**config.mk**
```make
export PLATFORM = sky130hd
export DESIGN_NAME = addressUnit
export DESIGN_NICKNAME = d
export VERILOG_FILES = /design/src/common/armAddrPkg.sv /design/src/design/stageReg.sv /design/src/addresspath/bankedAddrDecode.sv /design/src/addresspath/addressPath.sv /design/src/design/exceptionVector.sv /design/src/design/hazardForward.sv /design/src/design/addressUnit.sv
export SDC_FILE = /design/constraint.sdc
export NUM_CORES = 1
export LEC_CHECK = 0
export BUFFER_PORTS_ARGS = -buffer_cell sky130_fd_sc_hd__buf_2
export CAP_MARGIN = 10
export CELL_PAD_IN_SITES_DETAIL_PLACEMENT = 0
export CELL_PAD_IN_SITES_GLOBAL_PLACEMENT = 1
export CORE_MARGIN = 4
export CORE_UTILIZATION = 40
export DETAILED_ROUTE_END_ITERATION = 10
export PLACE_DENSITY_LB_ADDON = 0.1
export SLEW_MARGIN = 30
export SYNTH_ARGS = -nofsm -noshare
export SYNTH_HDL_FRONTEND = slang
export SYNTH_SLANG_ARGS = --single-unit
```
**constraint.sdc**
```tcl
create_clock -name clk -period 8.7 [get_ports clk]
set_input_delay 0.87 -clock clk [delete_from_list [all_inputs] [get_ports clk]]
set_output_delay 0.87 -clock clk [all_outputs]
set_load 0.05 [all_outputs]
```
**src/common/armAddrPkg.sv**
```systemverilog
`default_nettype none

package armAddrPkg;

  // ====================================================================
  // Widths
  // ====================================================================
  localparam int InstrWidth   = 32;
  localparam int PhysWidth    = 32;
  localparam int PhysIdxWidth = 5;
  localparam int ArchWidth    = 4;
  localparam int ModeWidth    = 5;
  localparam int FwdWidth     = 2;
  localparam int ExcWidth     = 7;

  // One-hot physical register select, bit 31 stays unused
  typedef logic [PhysWidth-1:0] physRegT;
  // Architectural register number straight from the instruction
  typedef logic [ArchWidth-1:0] archRegT;
  // CPSR mode field
  typedef logic [ModeWidth-1:0] modeT;

  // CPSR[4:0] encodings
  localparam modeT ModeUsr = 5'b10000;
  localparam modeT ModeFiq = 5'b10001;
  localparam modeT ModeIrq = 5'b10010;
  localparam modeT ModeSvc = 5'b10011;
  localparam modeT ModeAbt = 5'b10111;
  localparam modeT ModeUnd = 5'b11011;
  localparam modeT ModeSys = 5'b11111;

  // Named architectural registers
  localparam archRegT RegSp = 4'd13;
  localparam archRegT RegLr = 4'd14;
  localparam archRegT RegPc = 4'd15;

  // ====================================================================
  // Physical bank base bits
  // ====================================================================
  // User R0..R15 on bits 0..15
  localparam logic [PhysIdxWidth-1:0] IdxUser = 5'd0;
  // FIQ R8..R14 on bits 16..22
  localparam logic [PhysIdxWidth-1:0] IdxFiq  = 5'd16;
  // Banked R13/R14 pairs for the other privileged modes
  localparam logic [PhysIdxWidth-1:0] IdxIrq  = 5'd23;
  localparam logic [PhysIdxWidth-1:0] IdxSvc  = 5'd25;
  localparam logic [PhysIdxWidth-1:0] IdxAbt  = 5'd27;
  localparam logic [PhysIdxWidth-1:0] IdxUnd  = 5'd29;

  // Exception flag bits, MSB is highest priority
  localparam int ExcReset = 6;
  localparam int ExcDabt  = 5;
  localparam int ExcFiq   = 4;
  localparam int ExcIrq   = 3;
  localparam int ExcPabt  = 2;
  localparam int ExcUnd   = 1;
  localparam int ExcSwi   = 0;

  // Vector table
  localparam logic [InstrWidth-1:0] VecReset = 32'h0000_0000;
  localparam logic [InstrWidth-1:0] VecUndef = 32'h0000_0004;
  localparam logic [InstrWidth-1:0] VecSwi   = 32'h0000_0008;
  localparam logic [InstrWidth-1:0] VecPabt  = 32'h0000_000C;
  localparam logic [InstrWidth-1:0] VecDabt  = 32'h0000_0010;
  localparam logic [InstrWidth-1:0] VecIrq   = 32'h0000_0018;
  localparam logic [InstrWidth-1:0] VecFiq   = 32'h0000_001C;

  // Forwarding mux selects for the ALU operands
  localparam logic [FwdWidth-1:0] FwdNone = 2'b00;
  localparam logic [FwdWidth-1:0] FwdWb   = 2'b01;
  localparam logic [FwdWidth-1:0] FwdMem  = 2'b10;

endpackage

`default_nettype wire

```
**src/design/stageReg.sv**
```systemverilog
`timescale 1ns/10ps
`default_nettype none

// Pipeline register, payload chosen per instance
module stageReg #(
  parameter type payloadT = logic [31:0]
) (
  input  logic    clk,
  input  logic    arstN,
  input  logic    en,
  input  logic    clr,
  input  payloadT d,
  output payloadT q
);

  always_ff @(posedge clk or negedge arstN) begin
    if (!arstN) begin
      q <= '0;
    end else if (clr) begin
      // Bubble, no register selected
      q <= '0;
    end else if (en) begin
      q <= d;
    end
  end

endmodule

`default_nettype wire

```
**src/addresspath/bankedAddrDecode.sv**
```systemverilog
`timescale 1ns/10ps
`default_nettype none

module bankedAddrDecode (
  input  armAddrPkg::archRegT arch,
  input  armAddrPkg::modeT    mode,
  output armAddrPkg::physRegT phys
);

  import armAddrPkg::*;

  logic [PhysIdxWidth-1:0] idx;
  logic [PhysIdxWidth-1:0] archIdx;
  // Offset into the FIQ bank, R8 lands on 0
  logic [PhysIdxWidth-1:0] fiqOff;
  // Offset into a two-entry bank, R13 lands on 0
  logic [PhysIdxWidth-1:0] spLrOff;
  logic                    isHigh;
  logic                    isSpLr;

  assign archIdx = {1'b0, arch};
  assign fiqOff  = archIdx - 5'd8;
  assign spLrOff = archIdx - {1'b0, RegSp};

  // R8..R12 are only banked for FIQ
  assign isHigh = (arch >= 4'd8) && (arch <= 4'd12);
  assign isSpLr = (arch == RegSp) || (arch == RegLr);

  always_comb begin
    // User bank by default, covers R0..R7, PC, usr and sys
    idx = IdxUser + archIdx;
    if (isHigh && (mode == ModeFiq)) begin
      idx = IdxFiq + fiqOff;
    end else if (isSpLr) begin
      case (mode)
        ModeFiq: idx = IdxFiq + fiqOff;
        ModeIrq: idx = IdxIrq + spLrOff;
        ModeSvc: idx = IdxSvc + spLrOff;
        ModeAbt: idx = IdxAbt + spLrOff;
        ModeUnd: idx = IdxUnd + spLrOff;
        // Usr, sys and unknown encodings
        default: idx = IdxUser + archIdx;
      endcase
    end
  end

  // One-hot expansion
  assign phys = physRegT'(1) << idx;

endmodule

`default_nettype wire

```
**src/addresspath/addressPath.sv**
```systemverilog
`timescale 1ns/10ps
`default_nettype none

module addressPath (
  input  logic                                clk,
  input  logic                                arstN,
  input  logic [armAddrPkg::InstrWidth-1:0]   instrD,
  input  logic [armAddrPkg::InstrWidth-1:0]   instrE,
  input  logic                                multSelectD,
  input  logic                                writeMultLoE,
  input  logic                                swiE,
  input  logic                                undefE,
  input  logic [1:0]                          regSrcD,
  input  armAddrPkg::modeT                    cpsrModeW,
  input  logic                                stallE,
  input  logic                                stallM,
  input  logic                                stallW,
  input  logic                                flushE,
  input  logic                                flushW,
  output armAddrPkg::physRegT                 ra1D,
  output armAddrPkg::physRegT                 ra2D,
  output armAddrPkg::physRegT                 wa3W,
  output logic                                match1EM,
  output logic                                match1EW,
  output logic                                match2EM,
  output logic                                match2EW,
  output logic                                match1DE,
  output logic                                match2DE
);

  import armAddrPkg::*;

  archRegT ra1ArchD;
  archRegT ra2ArchD;
  archRegT destArchD;
  modeT    modeD;
  modeT    modeE;
  physRegT wa3D;
  physRegT ra1E;
  physRegT ra2E;
  physRegT wa3RawE;
  physRegT rdLoE;
  physRegT wa3E;
  physRegT wa3M;

  // Equal and something actually selected
  function automatic logic selMatch(input physRegT a, input physRegT b);
    selMatch = (a == b) && (a != '0);
  endfunction

  // ====================================================================
  // Decode
  // ====================================================================
  // Rm for multiply, else PC or Rn
  assign ra1ArchD = multSelectD ? instrD[3:0] :
                    regSrcD[0]  ? RegPc       : instrD[19:16];
  // Rs for multiply, else Rd (stores) or Rm
  assign ra2ArchD = multSelectD ? instrD[11:8]  :
                    regSrcD[1]  ? instrD[15:12] : instrD[3:0];
  // Multiply writes Rd at [19:16]
  assign destArchD = multSelectD ? instrD[19:16] : instrD[15:12];

  // SWI and undefined switch banks ahead of the CPSR write
  assign modeD = swiE   ? ModeSvc :
                 undefE ? ModeUnd : cpsrModeW;

  bankedAddrDecode ra1Dec  (.arch(ra1ArchD),  .mode(modeD), .phys(ra1D));
  bankedAddrDecode ra2Dec  (.arch(ra2ArchD),  .mode(modeD), .phys(ra2D));
  bankedAddrDecode destDec (.arch(destArchD), .mode(modeD), .phys(wa3D));

  // ====================================================================
  // Execute
  // ====================================================================
  stageReg #(.payloadT(physRegT)) ra1Reg (
    .clk(clk), .arstN(arstN), .en(~stallE), .clr(flushE), .d(ra1D), .q(ra1E)
  );
  stageReg #(.payloadT(physRegT)) ra2Reg (
    .clk(clk), .arstN(arstN), .en(~stallE), .clr(flushE), .d(ra2D), .q(ra2E)
  );
  stageReg #(.payloadT(physRegT)) wa3EReg (
    .clk(clk), .arstN(arstN), .en(~stallE), .clr(flushE), .d(wa3D), .q(wa3RawE)
  );
  // Mode seen by this instruction, for the RdLo bank
  stageReg #(.payloadT(modeT)) modeEReg (
    .clk(clk), .arstN(arstN), .en(~stallE), .clr(flushE), .d(modeD), .q(modeE)
  );

  // Long multiply second write goes to RdLo
  bankedAddrDecode rdLoDec (.arch(instrE[15:12]), .mode(modeE), .phys(rdLoE));
  assign wa3E = writeMultLoE ? rdLoE : wa3RawE;

  // ====================================================================
  // Memory and writeback
  // ====================================================================
  // No flush source for M
  stageReg #(.payloadT(physRegT)) wa3MReg (
    .clk(clk), .arstN(arstN), .en(~stallM), .clr(1'b0), .d(wa3E), .q(wa3M)
  );
  stageReg #(.payloadT(physRegT)) wa3WReg (
    .clk(clk), .arstN(arstN), .en(~stallW), .clr(flushW), .d(wa3M), .q(wa3W)
  );

  // Forwarding compares against E operands
  assign match1EM = selMatch(wa3M, ra1E);
  assign match1EW = selMatch(wa3W, ra1E);
  assign match2EM = selMatch(wa3M, ra2E);
  assign match2EW = selMatch(wa3W, ra2E);
  // Load-use compares, decode sources against E destination
  assign match1DE = selMatch(wa3E, ra1D);
  assign match2DE = selMatch(wa3E, ra2D);

endmodule

`default_nettype wire

```
**src/design/exceptionVector.sv**
```systemverilog
`timescale 1ns/10ps
`default_nettype none

module exceptionVector (
  input  logic [armAddrPkg::ExcWidth-1:0]   excW,
  output logic [armAddrPkg::InstrWidth-1:0] vectorPcNextF,
  output logic                              exceptionVectorSelectW
);

  import armAddrPkg::*;

  // Fixed ARM priority, reset first and SWI last
  always_comb begin
    if (excW[ExcReset]) begin
      vectorPcNextF = VecReset;
    end else if (excW[ExcDabt]) begin
      vectorPcNextF = VecDabt;
    end else if (excW[ExcFiq]) begin
      vectorPcNextF = VecFiq;
    end else if (excW[ExcIrq]) begin
      vectorPcNextF = VecIrq;
    end else if (excW[ExcPabt]) begin
      vectorPcNextF = VecPabt;
    end else if (excW[ExcUnd]) begin
      vectorPcNextF = VecUndef;
    end else if (excW[ExcSwi]) begin
      vectorPcNextF = VecSwi;
    end else begin
      // Unused when select is low
      vectorPcNextF = VecReset;
    end
  end

  // Any pending exception steers fetch
  assign exceptionVectorSelectW = |excW;

endmodule

`default_nettype wire

```
**src/design/hazardForward.sv**
```systemverilog
`timescale 1ns/10ps
`default_nettype none

module hazardForward (
  input  logic                              match1EM,
  input  logic                              match1EW,
  input  logic                              match2EM,
  input  logic                              match2EW,
  input  logic                              match1DE,
  input  logic                              match2DE,
  input  logic                              regWriteM,
  input  logic                              regWriteW,
  input  logic                              memToRegE,
  input  logic                              stallMem,
  output logic [armAddrPkg::FwdWidth-1:0]   forwardAE,
  output logic [armAddrPkg::FwdWidth-1:0]   forwardBE,
  output logic                              stallF,
  output logic                              stallD,
  output logic                              stallE,
  output logic                              stallM,
  output logic                              stallW,
  output logic                              flushE,
  output logic                              flushW
);

  import armAddrPkg::*;

  logic loadUse;

  // Youngest result wins
  function automatic logic [FwdWidth-1:0] fwdSel(input logic matchM, input logic matchW);
    if (matchM) begin
      fwdSel = FwdMem;
    end else if (matchW) begin
      fwdSel = FwdWb;
    end else begin
      fwdSel = FwdNone;
    end
  endfunction

  // Each match only counts when that stage writes a register
  assign forwardAE = fwdSel(match1EM && regWriteM, match1EW && regWriteW);
  assign forwardBE = fwdSel(match2EM && regWriteM, match2EW && regWriteW);

  // ====================================================================
  // Stalls and flushes
  // ====================================================================
  // Load in E feeding an operand in D
  assign loadUse = memToRegE && (match1DE || match2DE);

  assign stallF = loadUse || stallMem;
  assign stallD = loadUse || stallMem;

  // Memory wait freezes the back end as one
  assign stallE = stallMem;
  assign stallM = stallMem;
  assign stallW = stallMem;

  // Bubble into E only while the back end moves
  assign flushE = loadUse && !stallMem;

  // Hook for a writeback kill, never raised yet
  assign flushW = 1'b0;

endmodule

`default_nettype wire

```
**src/design/addressUnit.sv**
```systemverilog
`timescale 1ns/10ps
`default_nettype none

module addressUnit (
  input  logic                                clk,
  input  logic                                arstN,
  input  logic [armAddrPkg::InstrWidth-1:0]   instrD,
  input  logic [armAddrPkg::InstrWidth-1:0]   instrE,
  input  logic                                multSelectD,
  input  logic                                writeMultLoE,
  input  logic                                swiE,
  input  logic                                undefE,
  input  logic [1:0]                          regSrcD,
  input  armAddrPkg::modeT                    cpsrModeW,
  input  logic                                regWriteM,
  input  logic                                regWriteW,
  input  logic                                memToRegE,
  input  logic                                stallMem,
  input  logic [armAddrPkg::ExcWidth-1:0]     excW,
  output armAddrPkg::physRegT                 ra1D,
  output armAddrPkg::physRegT                 ra2D,
  output armAddrPkg::physRegT                 wa3W,
  output logic [armAddrPkg::FwdWidth-1:0]     forwardAE,
  output logic [armAddrPkg::FwdWidth-1:0]     forwardBE,
  output logic                                stallF,
  output logic                                stallD,
  output logic [armAddrPkg::InstrWidth-1:0]   vectorPcNextF,
  output logic                                exceptionVectorSelectW
);

  // Compare results towards the hazard unit
  logic match1EM, match1EW, match2EM, match2EW, match1DE, match2DE;
  // Stage control back into the address pipeline
  logic stallE, stallM, stallW, flushE, flushW;

  addressPath addrPath (
    .clk(clk), .arstN(arstN),
    .instrD(instrD), .instrE(instrE),
    .multSelectD(multSelectD), .writeMultLoE(writeMultLoE),
    .swiE(swiE), .undefE(undefE),
    .regSrcD(regSrcD), .cpsrModeW(cpsrModeW),
    .stallE(stallE), .stallM(stallM), .stallW(stallW),
    .flushE(flushE), .flushW(flushW),
    .ra1D(ra1D), .ra2D(ra2D), .wa3W(wa3W),
    .match1EM(match1EM), .match1EW(match1EW),
    .match2EM(match2EM), .match2EW(match2EW),
    .match1DE(match1DE), .match2DE(match2DE)
  );

  hazardForward hazard (
    .match1EM(match1EM), .match1EW(match1EW),
    .match2EM(match2EM), .match2EW(match2EW),
    .match1DE(match1DE), .match2DE(match2DE),
    .regWriteM(regWriteM), .regWriteW(regWriteW),
    .memToRegE(memToRegE), .stallMem(stallMem),
    .forwardAE(forwardAE), .forwardBE(forwardBE),
    .stallF(stallF), .stallD(stallD),
    .stallE(stallE), .stallM(stallM), .stallW(stallW),
    .flushE(flushE), .flushW(flushW)
  );

  // Sits next to fetch
  exceptionVector excVec (
    .excW(excW),
    .vectorPcNextF(vectorPcNextF),
    .exceptionVectorSelectW(exceptionVectorSelectW)
  );

endmodule

`default_nettype wire

```
==> results.txt <==
* Run status: finished, final reports clean
* Effective utilization at floorplan: 40.98%
- Final Hold Violating Endpoints: 0
* Wire length on met1: 21,600 µm
- Static timing analysis puts the maximum clock frequency at 131.6 MHz.
* Time the worst path needs with I/O delays and setup: 7.599 ns
- The count of pins over their slew limit came to 0.
* Post-Synth Simple-Gate Area: 21.59%
- Total of flip-flops plus latches after synthesis: 165
* IO buf count: roughly 150
- Summed instance area of the synthesized netlist: 12,670 µm²
- Clock tree synthesis found a total of 165 sinks.
- Summing the sequential cell areas from Yosys gives 32.60% of the chip area.
- The slowest stage of the critical path belongs to the cell a2111oi_0.
- STA classifies the critical path endpoint as an output pin.
- Adder and majority cell fraction of the synthesized area: 2.371%
- Detailed placement HPWL: about 38,000 µm
* H-Tree Depth: 4
- Detail-routed net length per standard cell: 25.63 µm
- The netlist uses 90 different library cells.
- Final Routed Wirelength: 50,680 µm
- Area enclosed by the die boundary: 34,580 µm²
- Number of antenna violations at the first check in global routing: 0
- Before antenna repair, the detailed router went through 5 iterations.
- # nets final: between 1,500 and 2,000
- Buffers inserted during post-CTS setup optimization: 0
* Remaining global-route overflow: 0
- Gates resized during post-CTS repair numbered 0.
- Measured along the y axis, the die boundary spans 186.0 µm.
- Once layout is done, the placed cells without fillers occupy between 10,000 and 15,000 µm².
- Of the post-synthesis cell area, the part taken by muxes is 7.527%.
- Of the cells placed in the final design, the portion with a size suffix greater than 1 is a little under a fifth.
- Inserted Clock Buffers: 17
* Max-cap violation count: 0
- IR Drop Worst-Case VDD: 0.1473 mV
* Cell area after placement: 13,660 µm²
* Number of synthesis warnings: 0
* Series of cell instances along the critical path: buf_2, nor3_1, nor2_1, inv_1, ha_1, xnor2_1, ha_1, or3_1, o221ai_1, a211o_1, nand2_1, buf_4, or2_2, a2bb2o_1, o221ai_1, a2111oi_0, nand4_1, o32ai_4, or2_2, buf_2
* Buffer cell driving the clock tree root: clkbuf_16
- The first global-routing pass estimated 74,180 µm of wire.
- EDFF count, synth: 0
* Number of hold buffers added after cts: 0
- Dominant combinational cell family by area after synthesis: simple AND/OR/NAND/NOR gates
- Of the total power, combinational logic draws 32.6%.
- The setup path with the least slack is of type in2out.
- For the final routed database, the setup TNS stands at 0 ns.
- Largest net degree at the start of global routing: 104
* Share of the synthesized area in compound gates (AO/OA/AOI/OAI): between 10% and 20%
- Max-slew headroom at the worst pin: between 20% and 30%
- Routed signal wires occupy layers up through met4.
- Slowest cell delay on critical path: between 0.4 and 0.5 ns
* RePlAce Congestion: 0.9625
- Biggest fanout along the worst timing path: 28
- Setup repair after global routing left no endpoint under its margin.
- Fraction of power consumed by the clock network: 32.6%
- The worst setup path is launched from an input port.
- Of the total power, the share spent switching nets is 40.14%.
- Static Leakage: 0.007208 µW
- Commonest non-fill, non-tap cells in the layout: nand2_1, dfrtp_1, buf_2
* TritonCTS clock tree: built
- Most common cell after layout, fill and taps aside: nand2_1
- In the synthesized netlist the dominant register cell turns out to be dfrtp_1.
- From synthesis to final layout, the design area changed by 12.91%.
* Clock insertion delay at the later pin of the skew report: roughly 0.46 ns
- The routed design uses 23,930 µm of met2 wire.
* Vias per cell: 6.089
- Worst Skew: 0.01596 ns
- Data required time of the worst path: 7.83 ns
- Number of cell rows: 64
- Across every metal layer, demand over resource in global routing totals between 20% and 30%.
- The die is between 150 and 200 µm wide.
* Reg clk slew, reported paths: 0.08 ns
- Ports placed on the boundary: between 200 and 250
- The final critical path takes up 87.35% of the cycle.
* Via count of the first global-routing pass: 11,440
- Share of power burned in registers: 34.8%
- In this run the worst hold path is classified as in2async.
- Net switching power of the design: around 1000 µW
- For this run, design rule violations remaining after detail routing come to 0.
- Met3 Wirelength: 2947 µm
- Slew of the pin with the lowest slew margin: ~1.1 ns
- Setup violations remaining at the end of the flow were counted as 0.
- Of the total synthesized cell area, the portion taken by XOR and XNOR cells is 11.20%.
- A synthesized cell averages 8.688 µm².
- Worst-case clock buffer depth: 2
- Dividing total power by cell area gives a power density of 174.1 nW/µm².
* DRT antenna net count: 0
- At the worst endpoint, the arrival time is 6.73 ns.
* Total number of vias: 12,040
* Post-Syn Instances: 1,458
* Cell-internal power: 1491 µW
- The repair_antennas step left the layout with diodes totalling 0.
* Proportion of register bits with asynchronous set or reset after synthesis: 100.0%
* DRC violation total after the first TritonRoute iteration: 1,136
* Std-Cell Core Area: 30,910 µm²
==> per-stage QoR <==
step           std cells  setup WS (ns)  util (%)  hold WS, ns  total power, µW
2_1_floorplan       1486          1.535         -       0.4485             1455
3_3_place_gp        1944          1.222     44.15       0.4625             1676
3_5_place_dp        1944          1.225     44.18       0.4696             1683
4_1_cts             1976          1.223     46.24       0.4847             2491
5_1_grt             1977         0.6392     46.27       0.5354             2604
6_report            1977          1.101     46.27       0.4649             2491
==> cell usage after synthesis (7+ instances only) <==
| library cell | instances | area (µm²) |
|---|---|---|
| mux2i_1 | 19 | 190.2 |
| nor3_1 | 31 | 155.2 |
| o32a_1 | 7 | 70.07 |
| a311oi_1 | 7 | 61.31 |
| o31ai_1 | 50 | 375.4 |
| nor2_1 | 140 | 525.5 |
| nand2b_1 | 16 | 100.1 |
| or2_2 | 13 | 81.33 |
| xnor2_1 | 19 | 166.4 |
| nand3_1 | 24 | 120.1 |
| ha_1 | 24 | 300.3 |
| nor2b_1 | 9 | 56.30 |
| o41ai_1 | 50 | 437.9 |
| inv_1 | 42 | 157.7 |
| mux2_2 | 58 | 653.1 |
| nand4_1 | 24 | 150.1 |
| o221ai_1 | 8 | 70.07 |
| and2_1 | 12 | 75.07 |
| nand2_1 | 166 | 623.1 |
| buf_4 | 38 | 285.3 |
| clkbuf_1 | 59 | 221.5 |
| nand3b_1 | 7 | 52.55 |
| a31oi_1 | 8 | 50.05 |
| o211ai_1 | 7 | 52.55 |
| buf_2 | 7 | 35.03 |
| nor4_1 | 68 | 425.4 |
| o21ai_1 | 10 | 50.05 |
| or3_1 | 12 | 75.07 |
| o32ai_1 | 13 | 113.9 |
| o21ai_0 | 27 | 135.1 |
| xor2_1 | 143 | 1252 |
| dfrtp_1 | 165 | 4129 |
| a21oi_1 | 39 | 195.2 |
==> final cells by class <==
cell class	instances	area (µm²)
multi-input combinational	1164	7896
fill	3109	16610
tap	396	495.5
clock inverter	15	210.2
sequential	165	4129
timing repair buffer	176	980.9
inverter	44	165.2
clock buffer	17	425.4
==> flip-flops by register name, indices dropped and copies added (netlist names) <==
name,flops
addrPath.wa3WReg.q,32
addrPath.wa3MReg.q,32
addrPath.wa3EReg.q,32
addrPath.ra2Reg.q,32
addrPath.modeEReg.q,5
addrPath.ra1Reg.q,32
==> per-layer routing <==
metal	up-vias	track usage [%]
li1	5542	-
met1	5859	37.94
met2	517	46.89
met3	120	4.690
met4	0	11.83
met5	-	0
==> path summary, 6_finish.rpt <==
path	start	endpoint	slack, ns	cells after the start
worst max-delay path	multSelectD	stallF	1.10	20
worst min-delay path	arstN	addrPath.ra1Reg.q[25]$_DFFE_PN0P_	0.46	1
worst max register to register	addrPath.modeEReg.q[4]$_DFFE_PN0P_	addrPath.wa3EReg.q[12]$_DFFE_PN0P_	2.94	16
worst min register to register	addrPath.wa3EReg.q[3]$_DFFE_PN0P_	addrPath.wa3EReg.q[3]$_DFFE_PN0P_	0.48	2
max in group asynchronous	arstN	addrPath.wa3EReg.q[23]$_DFFE_PN0P_	6.77	2
min in group clk	addrPath.wa3EReg.q[3]$_DFFE_PN0P_	addrPath.wa3EReg.q[3]$_DFFE_PN0P_	0.48	2
==> critical path, delay by kind of cell <==
family | cells | cell delay [ns]
buffers and inverters | 4 | 1.20
adder cells (fa/ha/maj) | 2 | 0.72
AO/OA/AOI/OAI | 6 | 1.78
AND/OR/NAND/NOR | 7 | 1.96
XOR/XNOR | 1 | 0.17
==> power by group through the flow <==
stage	sequential [µW]	clock, µW	combinational (µW)
3_3_place_gp	881	0	796
4_1_cts	867	820	804
6_report	867	811	812
2_1_floorplan	874	0	581
5_1_grt	871	857	876
3_5_place_dp	882	0	801
==> cell families after synthesis <==
logic type      after synthesis
simple gates                557
compound gates              309
flops                       165
xor+xnor                    162
buf+inv                     157
mux                          83
fa+ha+maj                    24
other cells                   1
Power figures use the tool's default switching activity.
